<file path="config.mk">
export PLATFORM = sky130hd
export DESIGN_NAME = wb_pri_arbiter
export DESIGN_NICKNAME = d
export VERILOG_FILES = /design/src/wb_pkg.sv /design/src/wb_pri_arbiter.sv
export VERILOG_INCLUDE_DIRS = /design/src /design/src/src
export SDC_FILE = /design/constraint.sdc
export NUM_CORES = 1
export LEC_CHECK = 0
export BUFFER_PORTS_ARGS = -buffer_cell sky130_fd_sc_hd__buf_2
export CORE_AREA = 2 2 84 86
export CTS_CLUSTER_DIAMETER = 40
export DETAILED_ROUTE_END_ITERATION = 8
export DIE_AREA = 0 0 86 88
export PLACE_DENSITY_LB_ADDON = 0.12
export SYNTH_ARGS = -nofsm -noshare
export SYNTH_HDL_FRONTEND = slang
export SYNTH_SLANG_ARGS = --single-unit
</file>
<file path="constraint.sdc">
create_clock -name i_clk -period 2.45 [get_ports i_clk]
set_input_delay 0.245 -clock i_clk [delete_from_list [all_inputs] [get_ports i_clk]]
set_output_delay 0.245 -clock i_clk [all_outputs]
set_load 0.02 [all_outputs]
</file>
<file path="src/soc_config.svh">
`ifndef SOC_CONFIG_SVH
`define SOC_CONFIG_SVH

// bus geometry, word addressed
`define SOC_BUS_AW 30
`define SOC_BUS_DW 32
`define SOC_SEL_W 4

// on-chip memory depth in words, as address bits
`define SOC_MEM_AW 10

// page field sits in the top word address bits
`define SOC_PAGE_LSB 21

// value returned by the version register
`define SOC_VERSION 32'h20191028

// display digits, one hex nibble each
`define SOC_SSEG_DIGITS 8

`endif

</file>
<file path="src/wb_pkg.sv">
`default_nettype none

package wb_pkg;

    `include "soc_config.svh"

    // word address, data and byte lanes of the shared bus
    typedef logic [`SOC_BUS_AW-1:0] wb_addr_t;
    typedef logic [`SOC_BUS_DW-1:0] wb_data_t;
    typedef logic [`SOC_SEL_W-1:0]  wb_sel_t;

    // which master currently drives the merged bus
    typedef enum logic {
        OWNER_CORE  = 1'b0,
        OWNER_DEBUG = 1'b1
    } bus_owner_e;

endpackage

`default_nettype wire

</file>
<file path="src/wb_pri_arbiter.sv">
`default_nettype none
`timescale 1ns/100ps

`include "soc_config.svh"

module wb_pri_arbiter import wb_pkg::*; (
    input  logic     i_clk,
    input  logic     i_arst_n,
    // core master, high priority
    input  logic     i_a_cyc,
    input  logic     i_a_stb,
    input  logic     i_a_we,
    input  wb_addr_t i_a_addr,
    input  wb_data_t i_a_data,
    input  wb_sel_t  i_a_sel,
    output logic     o_a_ack,
    output logic     o_a_stall,
    output logic     o_a_err,
    // debug master
    input  logic     i_b_cyc,
    input  logic     i_b_stb,
    input  logic     i_b_we,
    input  wb_addr_t i_b_addr,
    input  wb_data_t i_b_data,
    input  wb_sel_t  i_b_sel,
    output logic     o_b_ack,
    output logic     o_b_stall,
    output logic     o_b_err,
    // merged bus
    output logic     o_cyc,
    output logic     o_stb,
    output logic     o_we,
    output wb_addr_t o_addr,
    output wb_data_t o_data,
    output wb_sel_t  o_sel,
    input  logic     i_ack,
    input  logic     i_stall,
    input  logic     i_err
);

    bus_owner_e owner_q;
    bus_owner_e grant;
    logic       owner_cyc;
    logic       a_owns;

    // ownership only moves once the holder has released cyc
    assign owner_cyc = (owner_q == OWNER_CORE) ? i_a_cyc : i_b_cyc;

    always_comb begin
        grant = owner_q;
        if (!owner_cyc) begin
            if (i_a_cyc) begin
                grant = OWNER_CORE;
            end else if (i_b_cyc) begin
                grant = OWNER_DEBUG;
            end
        end
    end

    always_ff @(posedge i_clk or negedge i_arst_n) begin
        if (!i_arst_n) begin
            owner_q <= OWNER_CORE;
        end else begin
            owner_q <= grant;
        end
    end

    assign a_owns = (grant == OWNER_CORE);

    // request mux, no added latency
    assign o_cyc  = a_owns ? i_a_cyc  : i_b_cyc;
    assign o_stb  = a_owns ? i_a_stb  : i_b_stb;
    assign o_we   = a_owns ? i_a_we   : i_b_we;
    assign o_addr = a_owns ? i_a_addr : i_b_addr;
    assign o_data = a_owns ? i_a_data : i_b_data;
    assign o_sel  = a_owns ? i_a_sel  : i_b_sel;

    // the waiting master is held off by its own strobe
    assign o_a_stall = a_owns ? i_stall : i_a_stb;
    assign o_b_stall = a_owns ? i_b_stb : i_stall;
    assign o_a_ack   = a_owns & i_ack;
    assign o_b_ack   = ~a_owns & i_ack;
    assign o_a_err   = a_owns & i_err;
    assign o_b_err   = ~a_owns & i_err;

endmodule

`default_nettype wire

</file>
==> impl_metrics.tcl <==
set metrics [dict create \
    status "finished clean" \
    syn_nets 230 \
    largest_register "owner_q" \
    synth_cells 87 \
    clk_pin_slew_ns 0 \
    holdBufCountCts 0 \
    hold_path.class "in -> async" \
    globalRouteTotalUtil_pct 10.8 \
    place_area_sq_um 2240 \
    reg_top3 "owner_q (1)" \
    vias_per_cell 4.02 \
    dp_hpwl_um 4350 \
    crit_fanout 75 \
    nets 442 \
    die_h_um 88 \
    grt_pass1_vias 1389 \
    critPathRequiredTime_ns 2.20 \
    crit_path_start_kind "input pin" \
    r2r_cells 3 \
    syn_avg_cell_area_sq_um 12.9 \
    crit_top_cell "buf_2" \
    path_cells "buf_2, nor2_1, o21ai_4, buf_12, mux2_2, buf_2" \
    vias 1516 \
    yosysWarningCount 0 \
    muxShareOfSynthArea_pct 85.3 \
    fin_crit_sh_pct 73.3 \
    finalInstanceArea_sq_um 2240 \
    crit_family "buffers and inverters" \
    ios 218 \
    slew_violations 0 \
    yosys_register_bits 1 \
    yosys.area.top_type_share_pct 60.2 \
    ys_top_cells_by_count "45 x mux2_4, 25 x mux2_2, 4 x buf_8" \
    regToRegEndpoint "owner_q$_DFF_PN0_" \
    synth-edff-count 0 \
    grt_max_degree 76 \
    grt.overflow.total 0 \
    portBuffers 217 \
    coreArea_sq_um 6640 \
    rsz0062_at_grt "false" \
    drtIter0Drc 15 \
    start_util_pct 16.9 \
    worst-path-buf-inv 3 \
    timing.fmax_ghz 0.557 \
    cp.arrival_ns 1.55 \
    tns_ns 0 \
    synth_area_sq_um 1120 \
    max_cap_viol_count 0 \
    largest_reg_flops 1 \
    cts-resized-gates 0 \
    fillCellCount 714 \
    ir_drop_uv 213 \
    synth_fa_ha_area_share_pct 0 \
    clk_latency_ns 0 \
    end_kind "output port" \
    drive_gt1_share_pct 97.6 \
    finalSetupViolations 0 \
    ff2ff_setup_slack_ns 1.37 \
    synth.top_cells.by_area "mux2_4 60%, mux2_2 25%, buf_8 5.4%" \
    antenna_cells 0 \
    finalCoreUtilization_pct 33.8 \
    yosys.area_share.xor_xnor_pct 0 \
    ant_nets 0 \
    worstMarginPinSlew_ns 0.491 \
    slew_headroom_pct 67.3 \
    wire_per_inst_um 13.0 \
    slowest_delay_ns 0.39 \
    path_class "in -> out" \
    yosysTopAreaCell "mux2_4" \
    hold_ws_ns 0.0194 \
    synth-compound-area-share_pct 0.780 \
    die_w_um 86 \
    drt_wl_total_um 4910 \
    leakagePower_uw 0.00137 \
    drc 0 \
    cp_slowest_cell "mux2_2" \
    grt_first_pass_wirelength_um 6710 \
    timing.rr.start "owner_q$_DFF_PN0_" \
    synth_top_family_by_area "multiplexers" \
    seq_area_frac_synth_pct 2.23 \
    gp_congestion 0.741 \
    skew_ns 0 \
    dr.pass1.iters 3 \
    die_area_sq_um 7570 \
    yosys.area_share.simple_pct 3.46 \
    hold_violations 0 \
    async_flop_share_pct 100 \
    post_cts_buffers 0 \
    synth_most_common_cell "mux2_4" \
    areaGrowthSynthToFinish_pct 99.9 \
    num_rows 30 \
    pwr_density_cell_nw_per_um2 311 \
    period_needed_ns 1.80 \
    antenna_found_initial 0 \
    ys_types 12 \
    synth-main-ff-cell "dfrtp_1" \
]
==> worst max path at each step <==
stage	slack [ns]	start	cells past startpoint	endpoint
floorplan	1.03	owner_q$_DFF_PN0_	5	o_addr[18]
global placement	0.67	i_b_cyc	6	o_sel[3]
detailed placement	0.67	i_b_cyc	6	o_sel[3]
CTS	0.66	i_b_cyc	6	o_sel[3]
global route	0.60	i_b_cyc	6	o_data[31]
finish	0.65	i_b_cyc	6	o_data[31]
==> where the power goes <==
part | internal, uW | switching (uW)
Clock | 0 | 0
Combinational | 346 | 333
Sequential | 18.6 | 0.835
Total | 365 | 334
==> cell type report <==
| cell class | instances | area [sq um] | area share (%) |
|---|---|---|---|
| sequential | 1 | 25.0 | 1.12 |
| multi-input combinational | 78 | 1010 | 45.1 |
| tap | 80 | 100 | 4.46 |
| timing repair buffer | 218 | 1110 | 49.3 |
==> layout by cell type, fill, tap and decap left out <==
cell type  instances
nand2_1            1
nor2b_1            2
dfrtp_1            1
and2_1             2
buf_2            217
mux2_2            25
mux2_4            45
buf_12             1
or2_2              1
o21ai_4            1
nor2_1             1
==> metrics by stage <==
stage | power, uW | worst slack (ns) | cells
after CTS | 706 | 0.663 | 377
after global routing | 741 | 0.603 | 377
after detailed placement | 705 | 0.665 | 377
final | 698 | 0.655 | 377
after global placement | 705 | 0.673 | 377
after floorplan | 483 | 1.03 | 87
==> layer usage <==
metal	share of wire [%]	up-vias	GRT usage, %	wire [um]
met5	0	-	0	0
met4	0.39	0	0.866	19
met3	11	2	1.60	554
met2	56	108	23.5	2760
li1	-	746	-	-
met1	32	660	11.1	1570
==> logic make-up (layout without fill, tap and decap cells) <==
logic type             count (synthesis)  in the layout
DFF                                    1              1
and+or+nand+nor                        7              7
AOI/OAI and AO/OA                      1              1
muxes                                 70             70
buffers and inverters                  8            218
No activity file was read; power rests on OpenSTA's default activity.
