<file path="src/soc_config.svh">
`ifndef SOC_CONFIG_SVH
`define SOC_CONFIG_SVH

// bus geometry, word addressed
`define SOC_BUS_AW 30
`define SOC_BUS_DW 32
`define SOC_SEL_W 4

// on-chip memory depth in words, as address bits
`define SOC_MEM_AW 10

// page field sits in the top word address bits
`define SOC_PAGE_LSB 21

// value returned by the version register
`define SOC_VERSION 32'h20191028

// display digits, one hex nibble each
`define SOC_SSEG_DIGITS 8

`endif

</file>
<file path="src/periph_pkg.sv">
`default_nettype none

package periph_pkg;

    `include "soc_config.svh"

    // top address bits select the slave region
    typedef enum logic [`SOC_BUS_AW-`SOC_PAGE_LSB-1:0] {
        PAGE_MEM  = 9'h000,
        PAGE_SYS  = 9'h001,
        PAGE_SSEG = 9'h002
    } page_e;

    // word offsets inside the system device
    typedef enum logic [3:0] {
        REG_VERSION = 4'h0,
        REG_SCRATCH = 4'h1,
        REG_BUSERR  = 4'h2,
        REG_POWER   = 4'h3,
        REG_IRQ     = 4'h4
    } sysreg_e;

    typedef logic [3:0] hex_digit_t;

    // bit 0 is segment a, bit 6 is segment g
    typedef logic [6:0] sseg_t;

endpackage

`default_nettype wire

</file>
<file path="src/wb_pkg.sv">
`default_nettype none

package wb_pkg;

    `include "soc_config.svh"

    // word address, data and byte lanes of the shared bus
    typedef logic [`SOC_BUS_AW-1:0] wb_addr_t;
    typedef logic [`SOC_BUS_DW-1:0] wb_data_t;
    typedef logic [`SOC_SEL_W-1:0]  wb_sel_t;

    // which master currently drives the merged bus
    typedef enum logic {
        OWNER_CORE  = 1'b0,
        OWNER_DEBUG = 1'b1
    } bus_owner_e;

endpackage

`default_nettype wire

</file>
<file path="src/sevenseg_regs.sv">
`default_nettype none
`timescale 1ns/100ps

`include "soc_config.svh"

module sevenseg_regs import wb_pkg::*, periph_pkg::*; (
    input  logic     i_clk,
    input  logic     i_arst_n,
    input  logic     i_stb,
    input  logic     i_we,
    input  wb_data_t i_data,
    input  wb_sel_t  i_sel,
    output logic     o_ack,
    output wb_data_t o_data,
    output logic [`SOC_SSEG_DIGITS*$bits(sseg_t)-1:0] o_sseg
);

    localparam int SEG_W = $bits(sseg_t);

    wb_data_t value_q;

    // hex glyphs, segments gfedcba
    function automatic sseg_t hex_to_seg(input hex_digit_t d);
        case (d)
            4'h0: hex_to_seg = 7'h3f;
            4'h1: hex_to_seg = 7'h06;
            4'h2: hex_to_seg = 7'h5b;
            4'h3: hex_to_seg = 7'h4f;
            4'h4: hex_to_seg = 7'h66;
            4'h5: hex_to_seg = 7'h6d;
            4'h6: hex_to_seg = 7'h7d;
            4'h7: hex_to_seg = 7'h07;
            4'h8: hex_to_seg = 7'h7f;
            4'h9: hex_to_seg = 7'h6f;
            4'ha: hex_to_seg = 7'h77;
            4'hb: hex_to_seg = 7'h7c;
            4'hc: hex_to_seg = 7'h39;
            4'hd: hex_to_seg = 7'h5e;
            4'he: hex_to_seg = 7'h79;
            default: hex_to_seg = 7'h71;
        endcase
    endfunction

    always_ff @(posedge i_clk or negedge i_arst_n) begin
        if (!i_arst_n) begin
            o_ack   <= 1'b0;
            value_q <= '0;
        end else begin
            o_ack <= i_stb;
            if (i_stb && i_we) begin
                for (int b = 0; b < `SOC_SEL_W; b++) begin
                    if (i_sel[b]) begin
                        value_q[b*8 +: 8] <= i_data[b*8 +: 8];
                    end
                end
            end
        end
    end

    always_ff @(posedge i_clk) begin
        if (i_stb) begin
            o_data <= value_q;
        end
    end

    // digit k shows nibble k of the value
    for (genvar k = 0; k < `SOC_SSEG_DIGITS; k++) begin : g_digit
        assign o_sseg[k*SEG_W +: SEG_W] = hex_to_seg(hex_digit_t'(value_q[k*4 +: 4]));
    end

endmodule

`default_nettype wire

</file>
<file path="config.mk">
export PLATFORM = sky130hd
export DESIGN_NAME = sevenseg_regs
export DESIGN_NICKNAME = d
export VERILOG_FILES = /design/src/periph_pkg.sv /design/src/wb_pkg.sv /design/src/sevenseg_regs.sv
export VERILOG_INCLUDE_DIRS = /design/src /design/src/src
export SDC_FILE = /design/constraint.sdc
export NUM_CORES = 1
export LEC_CHECK = 0
export BUFFER_PORTS_ARGS = -buffer_cell sky130_fd_sc_hd__buf_2
export CAP_MARGIN = 15
export CORE_MARGIN = 2
export CORE_UTILIZATION = 58
export CTS_BUF_LIST = sky130_fd_sc_hd__clkbuf_4 sky130_fd_sc_hd__clkbuf_8
export CTS_CLUSTER_DIAMETER = 40
export DETAILED_ROUTE_END_ITERATION = 8
export PLACE_DENSITY = 0.87
export SLEW_MARGIN = 10
export SYNTH_ARGS = -nofsm -noshare
export SYNTH_HDL_FRONTEND = slang
export SYNTH_SLANG_ARGS = --single-unit
</file>
<file path="constraint.sdc">
create_clock -name i_clk -period 2.05 [get_ports i_clk]
set_input_delay 0.205 -clock i_clk [delete_from_list [all_inputs] [get_ports i_clk]]
set_output_delay 0.205 -clock i_clk [all_outputs]
set_load 0.02 [all_outputs]
</file>
==> impl_metrics.toml <==
[timing]
worst_slew_margin_rel_pct = 48.60
final.min_clock_period_ns = 2.000
max_clock_freq_ghz = 0.4999
tightestPinTransition_ns = 0.7710
hold_violations = 0
finalCritPeriodShare_pct = 97.58
final_max_slew_viol_count = 0
setup_viol = 0
worst_clock_skew_ns = 0.009318

[drt]
routed_wl_um = 9552
drtIter0Drc = 116
routed-via-count = 3346
drt_pass1_iterations = 4
final_antenna_net_count = 0
viasPerCell = 5.328
drc = 0
detail_route.wl_per_cell_um = 15.21

[cts]
clkTransAtPathRegs_ns = 0.07
cts-root-buf = "sky130_fd_sc_hd__clkbuf_8"
clk-insertion-delay-late_ns = 0.33
max-clock-path-buffers = 2
cts_made_buffers = 9
tritoncts = "yes"
cts.sinks = 65
htreeDepth = 3

[setup_path]
critical-path-top-delay-family = "multiplexers"
critPathLaunchType = "flop"
setup.worst_path.end_class = "output port"
cells_traversed_along_the_worst_timing_path = "inv_2 > ha_1 > inv_1 > mux4_2 > inv_1 > buf_2"
path_buf_inv = 4
maximum_single_stage_delay_on_the_critical_path_ns = 0.46
critical_path.max_fanout = 5
cell_seen_most_often_among_critical_path_stages = "sky130_fd_sc_hd__inv_1"
crit_slowest_cell = "sky130_fd_sc_hd__mux4_2"
crit_required_ns = 1.85
setup_cp_type = "reg2out"
cp.arrival_ns = 1.80

[global_routing]
grt_antenna_before_repair = 0
grt_overflow = 0
grt_util_all_layers_pct = 23.07
global_route_wire_length_before_repair_um = 14090
grt_pass1_vias = 3084
grt_start_max_net_pins = 34

[final_layout]
syn_to_final_growth_pct = 28.05
finish.net_count = 620
multiInputGateArea_um2 = 2228
non_filler_cell_area_final_um2 = 5420
postLayoutCoreUtil_pct = 75.54
fillerInstances = 490
layout.area.seq_um2 = 1790
insertedDiodeCount = 0
post_route_cells_drive_above_1_share_pct = 47.83

[logic_synthesis]
synth_async_sr_flop_share_pct = 50.77
syn-instance-count = 373
yosys.area.top_type_share_pct = 22.70
synth_area_um2 = 4233
synth.net_count = 469
synth.ff_latch_count = 65
postSynth.topFlopCell = "sky130_fd_sc_hd__dfrtp_1"
synth_top_cells_by_area = "sky130_fd_sc_hd__edfxtp_1, sky130_fd_sc_hd__dfrtp_1, sky130_fd_sc_hd__ha_1"
yosys_synthesis_warning_count = 0
synthDominantAreaCellType = "sky130_fd_sc_hd__edfxtp_1"
ys_seq_area_share_pct = 42.21
ys_types = 32
syn_avg_cell_area_um2 = 11.35
number_of_synthesized_flops_with_an_enable_pin = 32

[floorplanning]
floorplan.die.height_um = 89.43
die_area_um2 = 7998
number_of_core_rows = 31
io_pins = 129
initial_util_pct = 58.99
die-width_um = 89.43
core_um2 = 7176

[place]
routabilityCongestion = 0.9303
port_buffers = 128
dpl.hpwl_um = 6844
placed_instance_area_um2 = 4916

[min_path]
hp-class = "in2reg"

[power_and_ir_drop]
static-leakage-power_nw = 2.529
total_power_mw = 5.674
peakVddDrop_v = 0.0006739
power_density_nw_per_um2 = 1047

[run]
cap_viol_max_count = 0

[outcome]
outcome = "complete, no violations"
[power breakdown]
group | switching [mW] | leakage, nW | internal [mW]
clock | 0.467 | 0.118 | 0.758
sequential | 0.283 | 0.703 | 1.61
combinational | 1.44 | 1.71 | 1.11
total | 2.19 | 2.53 | 3.48
[state kept, by name (all words and copies together), names as in the netlist]
name,flops
value_q,32
o_ack,1
o_data,32
[repair_timing]
action	4_1_cts	5_1_grt
hold buffers	1	0
endpoints found under the setup margin	8	9
resized for setup	4	40
endpoints found under the hold margin	33	0
buffers inserted	19	6
pin swaps	0	0
[area by class of cell]
cell class,instances,share of cell area (%)
Clock buffer,13,2.955
Clock inverter,3,1.200
Inverter,43,3.070
Multi-Input combinational cell,249,41.11
Sequential cell,65,33.03
Tap cell,99,2.285
Timing Repair Buffer,156,16.34
[synthesized netlist by cell type (9+ instances only)]
cell type and number:
sky130_fd_sc_hd__o21ai_0 12, sky130_fd_sc_hd__inv_1 42, sky130_fd_sc_hd__a21oi_1 26, sky130_fd_sc_hd__a22oi_1 14, sky130_fd_sc_hd__mux2_2 37, sky130_fd_sc_hd__ha_1 56, sky130_fd_sc_hd__edfxtp_1 32, sky130_fd_sc_hd__nand2_1 9
sky130_fd_sc_hd__nor2b_1 17, sky130_fd_sc_hd__nor2_1 21, sky130_fd_sc_hd__dfrtp_1 33
[layer usage]
metal | vias up | track usage (%) | wire length [µm] | share of wire, %
met4 | 0 | 6.920 | 144 | 1.5
met5 | - | 0 | 0 | 0
met3 | 16 | 6.371 | 507 | 5.3
met2 | 121 | 40.00 | 5096 | 53
met1 | 1583 | 28.12 | 3803 | 40
li1 | 1626 | - | - | -
[logic make-up after synthesis]
kind of cell / share of synthesized area (%)
buffers and inverters: 6.148
muxes: 15.52
AOI/OAI and AO/OA: 11.00
DFF: 42.21
and+or+nand+nor: 8.366
adders and majority gates: 16.55
xor gates and xnor gates: 0.2070
[final timing paths]
kind	start	end	slack (ns)	cells after the start
max	value_q[5]$_DFFE_PN0P_	o_sseg[10]	0.05	6
min	i_data[16]	value_q[16]$_DFFE_PN0P_	0.10	2
min in group asynchronous	i_arst_n	value_q[27]$_DFFE_PN0P_	0.48	2
max in group asynchronous	i_arst_n	value_q[0]$_DFFE_PN0P_	1.03	2
max reg2reg	value_q[23]$_DFFE_PN0P_	value_q[23]$_DFFE_PN0P_	1.06	1
min reg2reg	value_q[16]$_DFFE_PN0P_	value_q[16]$_DFFE_PN0P_	0.57	1
[layout by cell type, fill, tap and decap left out, drive strengths merged, types with 2 or more instances in the layout]
master | synthesis | final
buf | 13 | 155
ha | 56 | 56
inv | 43 | 43
mux2 | 37 | 37
dfrtp | 33 | 33
edfxtp | 32 | 32
a21oi | 26 | 26
nor2 | 21 | 21
nor2b | 17 | 17
a22oi | 14 | 14
clkbuf | 3 | 13
o21ai | 12 | 12
nand2 | 9 | 9
mux4 | 8 | 8
nor3 | 8 | 8
o21bai | 7 | 7
nand3 | 7 | 7
mux2i | 6 | 6
a211oi | 5 | 5
a22o | 4 | 4
o32a | 3 | 3
nand2b | 3 | 3
bufinv | 0 | 2
[stage by stage]
| stage | setup TNS (ns) | setup WS, ns | cells | hold WS, ns |
|---|---|---|---|---|
| 6_report | 0 | 0.04958 | 628 | 0.1012 |
| 3_3_place_gp | 0 | 0.3308 | 586 | 0.3111 |
| 4_1_cts | 0 | 0.007312 | 622 | 0.08773 |
| 3_5_place_dp | 0 | 0.2512 | 586 | 0.3243 |
| 5_1_grt | -0.01785 | -0.01785 | 628 | 0.08352 |
| 2_1_floorplan | 0 | 0.4519 | 373 | -0.09059 |
No activity file was read; power rests on OpenSTA's default activity.
