## src/soc_config.svh

```systemverilog
`ifndef SOC_CONFIG_SVH
`define SOC_CONFIG_SVH

// bus geometry, word addressed
`define SOC_BUS_AW 30
`define SOC_BUS_DW 32
`define SOC_SEL_W 4

// on-chip memory depth in words, as address bits
`define SOC_MEM_AW 10

// page field sits in the top word address bits
`define SOC_PAGE_LSB 21

// value returned by the version register
`define SOC_VERSION 32'h20191028

// display digits, one hex nibble each
`define SOC_SSEG_DIGITS 8

`endif

```

## src/periph_pkg.sv

```systemverilog
`default_nettype none

package periph_pkg;

    `include "soc_config.svh"

    // top address bits select the slave region
    typedef enum logic [`SOC_BUS_AW-`SOC_PAGE_LSB-1:0] {
        PAGE_MEM  = 9'h000,
        PAGE_SYS  = 9'h001,
        PAGE_SSEG = 9'h002
    } page_e;

    // word offsets inside the system device
    typedef enum logic [3:0] {
        REG_VERSION = 4'h0,
        REG_SCRATCH = 4'h1,
        REG_BUSERR  = 4'h2,
        REG_POWER   = 4'h3,
        REG_IRQ     = 4'h4
    } sysreg_e;

    typedef logic [3:0] hex_digit_t;

    // bit 0 is segment a, bit 6 is segment g
    typedef logic [6:0] sseg_t;

endpackage

`default_nettype wire

```

## src/wb_pkg.sv

```systemverilog
`default_nettype none

package wb_pkg;

    `include "soc_config.svh"

    // word address, data and byte lanes of the shared bus
    typedef logic [`SOC_BUS_AW-1:0] wb_addr_t;
    typedef logic [`SOC_BUS_DW-1:0] wb_data_t;
    typedef logic [`SOC_SEL_W-1:0]  wb_sel_t;

    // which master currently drives the merged bus
    typedef enum logic {
        OWNER_CORE  = 1'b0,
        OWNER_DEBUG = 1'b1
    } bus_owner_e;

endpackage

`default_nettype wire

```

## src/bus_decoder.sv

```systemverilog
`default_nettype none
`timescale 1ns/100ps

`include "soc_config.svh"

module bus_decoder import wb_pkg::*, periph_pkg::*; (
    input  logic     i_clk,
    input  logic     i_arst_n,
    input  logic     i_stb,
    input  wb_addr_t i_addr,
    // qualified strobes to the slaves
    output logic     o_mem_stb,
    output logic     o_sys_stb,
    output logic     o_sseg_stb,
    // slave responses
    input  logic     i_mem_ack,
    input  wb_data_t i_mem_data,
    input  logic     i_sys_ack,
    input  wb_data_t i_sys_data,
    input  logic     i_sseg_ack,
    input  wb_data_t i_sseg_data,
    // merged response
    output logic     o_ack,
    output logic     o_err,
    output wb_data_t o_data,
    output logic     o_stall,
    output logic     o_err_stb
);

    page_e page;
    logic  mem_sel;
    logic  sys_sel;
    logic  sseg_sel;
    logic  none_sel;
    logic  err_q;

    assign page = page_e'(i_addr[`SOC_BUS_AW-1:`SOC_PAGE_LSB]);

    assign mem_sel  = (page == PAGE_MEM);
    assign sys_sel  = (page == PAGE_SYS);
    // display owns a single word at the base of its page
    assign sseg_sel = (page == PAGE_SSEG) && (i_addr[`SOC_PAGE_LSB-1:0] == '0);
    assign none_sel = !mem_sel && !sys_sel && !sseg_sel;

    assign o_mem_stb  = i_stb && mem_sel;
    assign o_sys_stb  = i_stb && sys_sel;
    assign o_sseg_stb = i_stb && sseg_sel;
    assign o_err_stb  = i_stb && none_sel;

    always_ff @(posedge i_clk or negedge i_arst_n) begin
        if (!i_arst_n) begin
            err_q <= 1'b0;
        end else begin
            err_q <= o_err_stb;
        end
    end

    // slaves already register their ack, so the merge stays combinational
    assign o_ack = i_sys_ack || i_mem_ack || i_sseg_ack;
    assign o_err = err_q;

    always_comb begin
        if (i_sys_ack) begin
            o_data = i_sys_data;
        end else if (i_mem_ack) begin
            o_data = i_mem_data;
        end else if (i_sseg_ack) begin
            o_data = i_sseg_data;
        end else begin
            o_data = '0;
        end
    end

    // no slave ever holds off a request
    assign o_stall = 1'b0;

endmodule

`default_nettype wire

```

## config.mk

```make
export PLATFORM = sky130hd
export DESIGN_NAME = bus_decoder
export DESIGN_NICKNAME = d
export VERILOG_FILES = /design/src/periph_pkg.sv /design/src/wb_pkg.sv /design/src/bus_decoder.sv
export VERILOG_INCLUDE_DIRS = /design/src /design/src/src
export SDC_FILE = /design/constraint.sdc
export NUM_CORES = 1
export LEC_CHECK = 0
export ABC_CLOCK_PERIOD_IN_PS = 1500
export BUFFER_PORTS_ARGS = -buffer_cell sky130_fd_sc_hd__buf_4
export CAP_MARGIN = 20
export CELL_PAD_IN_SITES_DETAIL_PLACEMENT = 1
export CELL_PAD_IN_SITES_GLOBAL_PLACEMENT = 2
export CORE_ASPECT_RATIO = 1.75
export CORE_UTILIZATION = 10
export DETAILED_ROUTE_END_ITERATION = 8
export GPL_TIMING_DRIVEN = 0
export HOLD_SLACK_MARGIN = 0.05
export MAX_ROUTING_LAYER = met4
export PLACE_DENSITY_LB_ADDON = 0.08
export SLEW_MARGIN = 20
export SYNTH_ARGS = -nofsm -noshare
export SYNTH_HDL_FRONTEND = slang
export SYNTH_SLANG_ARGS = --single-unit
```

## constraint.sdc

```tcl
create_clock -name i_clk -period 1.5 [get_ports i_clk]
set_input_delay 0.15 -clock i_clk [delete_from_list [all_inputs] [get_ports i_clk]]
set_output_delay 0.15 -clock i_clk [all_outputs]
set_load 0.005 [all_outputs]
```

==> impl_metrics.py, run 1 <==
metrics = {
    "clock_network": {
        "hold_buffers": 1,
        "post_cts_buffers": 0,
        "cts_resized": 0,
        "cts.clk_slew.worst_paths_ns": 0,
    },
    "place": {
        "hpwl_mm": 5.125,
        "io_buffer_count": 167,
        "gp_congestion": 0.6945,
    },
    "grt": {
        "overflow": 0,
        "grt_max_degree": 11,
        "grt_pass1_wl_mm": 8.769,
        "grt_antenna_before_repair": 0,
        "grt_use_total_pct": 13.20,
        "grt_pass1_vias": 1828,
    },
    "floorplanning": {
        "die_height_um": 121.2,
        "die_w_um": 70.12,
        "ios": 171,
        "initial_core_util_pct": 10.27,
        "num_rows": 43,
        "core_um2": 7909,
        "dieArea_um2": 8499,
    },
    "setup_path": {
        "cp_cell_sequence": "buf_4 -> nor4_1 -> nand4_1 -> o221a_1 -> buf_4",
        "cp-start-kind": "input port",
        "path_max_fanout": 2,
        "critPathCaptureType": "output pin",
        "slowest_delay_ns": 0.36,
        "critPathKind": "input port to output pin",
        "worstPathRequired_ns": 1.35,
        "worst_path_most_repeated_cell": "buf_4",
        "worstPathArrival_ns": 1.23,
        "slowest_stage": "nor4_1",
        "cp_top_family": "simple AND/OR/NAND/NOR gates",
        "cp.buffers_inverters": 2,
    },
    "yosys": {
        "muxShareOfSynthArea_pct": 0,
        "yosys.area_share.xor_xnor_pct": 0,
        "avgSynthCellArea_um2": 6.105,
        "ys_ff_latch": 1,
        "synth_cell_types": 22,
        "yosys_warnings": 0,
        "yosysSeqAreaShare_pct": 3.082,
        "synthAdderAreaFrac_pct": 0,
        "yosys.area_share.simple_pct": 30.51,
        "syn_nets": 265,
        "syn-instance-count": 133,
        "synth-compound-area-share_pct": 50.39,
        "synth_top_family_by_area": "compound AO/OA/AOI/OAI gates",
        "synth_area_um2": 812.0,
    },
    "sta": {
        "fin_crit_sh_pct": 92.26,
        "slew_viol_final": 0,
        "finalHoldViolations": 0,
        "fin_setup_tns_ns": 0,
        "hold_ws_ns": 0.4536,
        "max_freq_ghz": 0.7226,
        "finalSetupViolCount": 0,
        "rsz0062_at_grt": "false",
        "fin_crit_ns": 1.384,
    },
    "power_and_ir_drop": {
        "p_int_mw": 0.4139,
        "p_comb_share_pct": 95.3,
        "p_clk_share_pct": 0,
        "p_sw_share_pct": 33.40,
        "p_leak_nw": 1.104,
        "power_frac_seq_pct": 4.7,
        "pwr_density_cell_nw_per_um2": 284.0,
        "vdd_drop_max_uv": 76.78,
        "p_sw_mw": 0.2076,
    },
    "cells_and_area": {
        "multi_input_area_um2": 660.6,
        "drive_gt1_share_pct": 59.14,
        "largest_reg_flops": 1,
        "layout_commonest_cell": "buf_4",
        "nNetsFinal": 435,
        "area_growth_pct": 169.5,
        "ff_latch_area_um2": 25.02,
        "fillCellCount": 1021,
        "layout_common_cells": "buf_4 (168), nand2_1 (33), a22oi_1 (31)",
        "diodes": 0,
    },
    "status": {
        "outcome": "finished, final reports clean",
    },
    "route": {
        "drt-wirelength-per-cell_um": 14.91,
        "avgViaCountPerCell": 4.419,
        "ant_nets": 0,
        "drtIter0Drc": 25,
        "via_count": 1728,
        "drc": 0,
        "drt_wl_total_mm": 5.828,
        "dr.pass1.iters": 2,
    },
    "worst_hold_path": {
        "min_path_type": "input port to register",
    },
    "run": {
        "maxCapViolations": 0,
    },
}
synthesized netlist by cell type:
cell	count	area, um^2
nor3_1	3	15.01
o21ai_1	6	30.03
a22oi_1	31	232.7
clkbuf_8	2	27.53
nor4_4	1	21.27
clkbuf_1	6	22.52
o221a_1	1	11.26
o21ai_0	26	130.1
or3_1	1	6.260
nor2b_4	1	13.76
a21oi_1	1	5.000
buf_4	1	7.510
nand2_1	33	123.9
buf_6	5	56.30
nor4_1	6	37.54
buf_2	1	5.000
and3b_1	1	8.760
dfrtp_1	1	25.02
inv_1	2	7.510
nand4_1	2	12.51
nor4b_1	1	8.760
conb_1	1	3.750
stage by stage:
stage	utilization, %	setup WS (ns)	instance area, um^2	cells	total power [mW]
final	27.67	0.1161	2188	391	0.6216
after global routing	27.67	0.05860	2188	391	0.6803
after CTS	27.67	0.05727	2188	391	0.6341
after detailed placement	27.54	0.06661	2178	390	0.6303
after global placement	27.54	0.06273	2178	390	0.6263
after floorplan	-	0.5570	812.0	133	0.2046
layout make-up:
| type | count | area share (%) |
|---|---|---|
| multi-input cells | 115 | 30.19 |
| flip-flops and latches | 1 | 1.144 |
| repair buffers | 168 | 57.75 |
| plain buffers | 15 | 5.432 |
| well taps | 90 | 5.146 |
| inverters | 2 | 0.3431 |
routing by layer:
metal / share of wire [%] / vias up / track usage, %
met5: 0 / - / -
met4: 1.2 / 0 / 1.250
met3: 7.4 / 4 / 1.578
met2: 59 / 109 / 28.25
met1: 32 / 775 / 12.44
li1: - / 840 / -
cell families after synthesis:
group                  Yosys count
AO/OA/AOI/OAI                   65
buffers and inverters           17
flip-flops                       1
other                            1
AND/OR/NAND/NOR                 49
power groups by stage:
stage          registers [mW]  logic (mW)  clock network, mW
5_1_grt                0.0293       0.651                  0
3_5_place_dp           0.0292       0.601                  0
3_3_place_gp           0.0292       0.597                  0
2_1_floorplan          0.0294       0.175                  0
6_report               0.0292       0.592                  0
4_1_cts                0.0292       0.605                  0
final timing paths:
| kind | start | to | slack [ns] | cells after the start |
|---|---|---|---|---|
| max | i_addr[12] | o_err_stb | 0.12 | 5 |
| min in group asynchronous | i_arst_n | o_err | 0.48 | 2 |
| max in group asynchronous | i_arst_n | o_err | 0.93 | 2 |
| min | i_stb | o_err | 0.45 | 2 |
Note: power is estimated with default switching activity, not from simulation.
==> inputs of run 2 (changes only) <==
--- a/config.mk
+++ b/config.mk
@@ -6,13 +6,14 @@
 export SDC_FILE = /design/constraint.sdc
 export NUM_CORES = 1
 export LEC_CHECK = 0
-export ABC_CLOCK_PERIOD_IN_PS = 1500
+export ABC_CLOCK_PERIOD_IN_PS = 1300
 export BUFFER_PORTS_ARGS = -buffer_cell sky130_fd_sc_hd__buf_4
 export CAP_MARGIN = 20
 export CELL_PAD_IN_SITES_DETAIL_PLACEMENT = 1
 export CELL_PAD_IN_SITES_GLOBAL_PLACEMENT = 2
 export CORE_ASPECT_RATIO = 1.75
 export CORE_UTILIZATION = 10
+export CTS_BUF_LIST = sky130_fd_sc_hd__clkbuf_2
 export DETAILED_ROUTE_END_ITERATION = 8
 export GPL_TIMING_DRIVEN = 0
 export HOLD_SLACK_MARGIN = 0.05
==> constraint.sdc (replaced) <==
create_clock -name i_clk -period 1.3 [get_ports i_clk]
set_input_delay 0.13 -clock i_clk [delete_from_list [all_inputs] [get_ports i_clk]]
set_output_delay 0.13 -clock i_clk [all_outputs]
set_load 0.005 [all_outputs]
==> impl_metrics.py, run 2 (synthesis results as in run 1) <==
metrics = {
    "power_and_ir_drop": {
        "p_leak_nw": 1.123,
        "vdd_drop_max_uv": 91.30,
        "pwr_density_cell_nw_per_um2": 326.5,
        "finalPower_mw": 0.7276,
    },
    "floorplanning": {
        "dieArea_um2": 8499,
        "initial_core_util_pct": 10.27,
        "core_um2": 7909,
        "die_height_um": 121.2,
        "ios": 171,
        "num_rows": 43,
        "die_w_um": 70.12,
    },
    "grt": {
        "grt_max_degree": 11,
        "overflow": 0,
        "grt_pass1_vias": 1831,
        "grt_antenna_before_repair": 0,
        "grt_use_total_pct": 13.20,
        "grt_pass1_wl_mm": 8.769,
    },
    "place": {
        "gp_congestion": 0.6945,
        "dpl.cell_count": 390,
        "io_buffer_count": 167,
        "hpwl_mm": 5.125,
    },
    "cells_and_area": {
        "ff_latch_area_um2": 25.02,
        "layout_common_cells": "buf_4 (169), nand2_1 (33), a22oi_1 (31)",
        "final_cells": 392,
        "multi_input_area_um2": 688.2,
        "drive_gt1_share_pct": 61.59,
        "nNetsFinal": 436,
        "largest_reg_flops": 1,
        "fillCellCount": 1021,
        "layout_commonest_cell": "buf_4",
        "area_growth_pct": 174.4,
        "diodes": 0,
    },
    "sta": {
        "slew_viol_final": 0,
        "finalHoldViolations": 0,
        "fin_setup_tns_ns": 0,
        "hold_ws_ns": 0.4659,
        "fin_crit_sh_pct": 99.14,
        "fin_crit_ns": 1.289,
        "rsz0062_at_grt": "true",
        "finalSetupViolCount": 0,
        "max_freq_ghz": 0.7759,
    },
    "setup_path": {
        "path_max_fanout": 3,
        "critPathCaptureType": "output pin",
        "worstPathArrival_ns": 1.16,
        "crit_start": "i_addr[21]",
        "slowest_delay_ns": 0.30,
        "worstPathRequired_ns": 1.17,
        "critPathKind": "input port to output pin",
        "cp-start-kind": "input port",
        "setup.worst_path.end": "o_err_stb",
        "cp_cell_sequence": "buf_4 -> nor4b_1 -> nand4_1 -> o221a_1 -> buf_4",
        "slowest_stage": "nor4b_1",
        "worst_path_most_repeated_cell": "buf_4",
    },
    "route": {
        "drt-wirelength-per-cell_um": 14.85,
        "ant_nets": 0,
        "drc": 0,
        "drtIter0Drc": 28,
        "via_count": 1734,
        "dr.pass1.iters": 4,
        "avgViaCountPerCell": 4.423,
        "drt_wl_total_mm": 5.822,
    },
    "status": {
        "outcome": "finished, final reports clean",
    },
    "worst_hold_path": {
        "min_path_type": "input port to asynchronous set/reset pin",
    },
    "clock_network": {
        "cts.clk_slew.worst_paths_ns": 0,
    },
    "run": {
        "maxCapViolations": 0,
    },
}
[run 2: changes by cell type in the layout (fill, tap and decap cells not counted)]
cell	previous run	this run
nor4_1	6	3
nor4_2	0	2
buf_4	168	169
nor4_4	1	2
clkbuf_2	0	4
clkbuf_1	6	2
[run 2: per-layer routing]
metal / global-route usage, % / vias to the layer above / wire (um)
met2: 28.25 / 112 / 3447
met3: 1.578 / 4 / 442
met5: - / - / 0
met4: 1.250 / 0 / 72
li1: - / 841 / -
met1: 12.44 / 777 / 1860
[run 2: how the worst min path moves through the flow]
stage	from	end	slack [ns]
final	i_arst_n	o_err	0.47
after global routing	i_arst_n	o_err	0.47
after CTS	i_arst_n	o_err	0.47
after detailed placement	i_arst_n	o_err	-0.09
after global placement	i_arst_n	o_err	-0.09
after floorplan	i_arst_n	o_err	-0.17
[run 2: power breakdown]
part | leakage (nW) | switching [mW] | internal [mW]
Combinational | 1.11 | 0.244 | 0.450
Sequential | 0.0117 | 0.000368 | 0.0333
Clock | 0 | 0 | 0
[run 2: metrics by stage]
step	utilization [%]	setup slack (ns)	cell area [um^2]
3_5_place_dp	27.54	-0.09339	2178
5_1_grt	28.18	-0.02491	2228
6_report	28.18	0.01112	2228
4_1_cts	27.95	0.004244	2211
3_3_place_gp	27.54	-0.09727	2178
2_1_floorplan	-	0.3931	812.0
[run 2: repair_timing]
item                                   4_1_cts  5_1_grt
setup buffers                                1        0
hold buffers                                 1        0
endpoints found under the hold margin        1        0
pin swaps                                    3        1
gates resized for setup                      2       10
setup endpoints to repair                    1       31
[run 2: worst max-delay path: cells and delay by family]
kind / cells / cell delay (ns)
AND/OR/NAND/NOR: 2 / 0.49
AO/OA/AOI/OAI: 1 / 0.28
buffers and inverters: 2 / 0.26
[run 2: layout make-up]
type                            instances  share of cell area [%]
Tap cell                               90                   5.053
Buffer                                 15                   5.559
Sequential cell                         1                   1.123
Inverter                                2                  0.3369
Timing Repair Buffer                  169                   57.05
Multi-Input combinational cell        115                   30.88
==> inputs of run 3 (changes only) <==
--- a/config.mk
+++ b/config.mk
@@ -19,6 +19,7 @@
 export HOLD_SLACK_MARGIN = 0.05
 export MAX_ROUTING_LAYER = met4
 export PLACE_DENSITY_LB_ADDON = 0.08
+export SETUP_SLACK_MARGIN = 0.2
 export SLEW_MARGIN = 20
 export SYNTH_ARGS = -nofsm -noshare
 export SYNTH_HDL_FRONTEND = slang
==> constraint.sdc (replaced) <==
create_clock -name i_clk -period 1.3 [get_ports i_clk]
set_input_delay 0.065 -clock i_clk [delete_from_list [all_inputs] [get_ports i_clk]]
set_output_delay 0.065 -clock i_clk [all_outputs]
set_load 0.005 [all_outputs]
==> impl_metrics.py, run 3 (synthesis results as in run 1) <==
metrics = {
    "power_and_ir_drop": {
        "finalPower_mw": 0.7341,
        "pwr_density_cell_nw_per_um2": 325.2,
        "p_comb_share_pct": 95.4,
        "p_leak_nw": 1.130,
        "p_sw_share_pct": 33.70,
        "p_clk_share_pct": 0,
        "power_frac_seq_pct": 4.6,
        "p_int_mw": 0.4867,
        "vdd_drop_max_uv": 91.31,
        "p_sw_mw": 0.2474,
    },
    "setup_path": {
        "critPathKind": "input port to output pin",
        "critPathCaptureType": "output pin",
        "cp-start-kind": "input port",
        "worstPathArrival_ns": 1.06,
        "path_max_fanout": 2,
        "crit_start": "i_addr[2]",
        "worstPathRequired_ns": 1.24,
    },
    "route": {
        "avgViaCountPerCell": 4.442,
        "drt-wirelength-per-cell_um": 14.99,
        "drc": 0,
        "ant_nets": 0,
        "drt_wl_total_mm": 5.863,
        "via_count": 1737,
        "dr.pass1.iters": 2,
        "drtIter0Drc": 28,
    },
    "grt": {
        "overflow": 0,
        "grt_use_met3_pct": 1.578,
        "grt_antenna_before_repair": 0,
        "grt_use_met2_pct": 27.94,
        "busiest_layer": "met2",
        "grtUsageMet1_pct": 12.54,
        "grt_use_total_pct": 13.14,
        "grt_pass1_wl_mm": 8.756,
        "grt_max_degree": 11,
        "grt_pass1_vias": 1823,
    },
    "sta": {
        "fin_crit_ns": 1.123,
        "finalHoldViolations": 0,
        "fin_crit_sh_pct": 86.40,
        "max_freq_ghz": 0.8903,
        "finalSetupViolCount": 0,
        "fin_ws_ns": 0.1768,
        "rsz0062_at_grt": "true",
        "slew_viol_final": 0,
        "fin_setup_tns_ns": 0,
        "hold_ws_ns": 0.3672,
    },
    "floorplanning": {
        "num_rows": 43,
        "die_w_um": 70.12,
        "die_height_um": 121.2,
        "ios": 171,
        "initial_core_util_pct": 10.27,
        "dieArea_um2": 8499,
        "core_um2": 7909,
    },
    "place": {
        "dpl.cell_count": 390,
        "preCtsSetupSlack_ns": 0.03661,
        "hpwl_mm": 5.125,
        "gp_congestion": 0.6945,
        "io_buffer_count": 167,
    },
    "cells_and_area": {
        "diodes": 0,
        "final_cells": 391,
        "layout_commonest_cell": "buf_4",
        "drive_gt1_share_pct": 63.12,
        "nNetsFinal": 435,
        "ff_latch_area_um2": 25.02,
        "fillCellCount": 1016,
        "largest_reg_flops": 1,
        "multi_input_area_um2": 708.2,
        "layout_common_cells": "buf_4 (164), nand2_1 (32), a22oi_1 (31)",
        "area_growth_pct": 178.0,
    },
    "status": {
        "outcome": "finished, final reports clean",
    },
    "clock_network": {
        "cts.clk_slew.worst_paths_ns": 0,
        "post_cts_buffers": 0,
    },
    "run": {
        "maxCapViolations": 0,
    },
    "worst_hold_path": {
        "min-delay-start": "i_stb",
        "min_path_type": "input port to register",
    },
}
[run 3: final cells by class]
type                    instances  area share (%)
well taps                      90           4.989
plain buffers                  15           5.543
inverters                       2          0.3326
multi-input cells             115           31.37
flip-flops and latches          1           1.109
repair buffers                168           56.65
[run 3: metrics by stage]
step,instance area [um^2],utilization [%]
final,2257,28.54
after global routing,2257,28.54
after CTS,2228,28.18
after detailed placement,2178,27.54
after global placement,2178,27.54
after floorplan,812.0,-
[run 3: worst paths after layout]
check | to | slack, ns | cells after the start
worst max-delay path | o_err_stb | 0.18 | 5
worst min-delay path | o_err | 0.37 | 2
max in group asynchronous | o_err | 0.82 | 2
min in group asynchronous | o_err | 0.40 | 2
[run 3: critical path: stages]
cell	delay [ns]
buf_4	0.11
nor4_1	0.28
nand4_1	0.18
o221a_1	0.29
buf_4	0.14
[run 3: routing by layer]
layer / share of wire (%) / up-vias
met5: 0 / -
met4: 1.2 / 0
met3: 7.3 / 4
met2: 59 / 109
met1: 32 / 785
li1: - / 839
[run 3: timing repair]
action,CTS,global route
hold buffers,1,0
gates resized for setup,10,8
pin swaps,4,5
hold endpoints to repair,1,0
endpoints found under the setup margin,21,13
[run 3: power groups by stage]
stage / Sequential, mW / Combinational [mW] / Clock, mW
finish: 0.0337 / 0.700 / 0
global route: 0.0338 / 0.768 / 0
CTS: 0.0337 / 0.709 / 0
detailed placement: 0.0337 / 0.694 / 0
global placement: 0.0337 / 0.689 / 0
floorplan: 0.0340 / 0.202 / 0
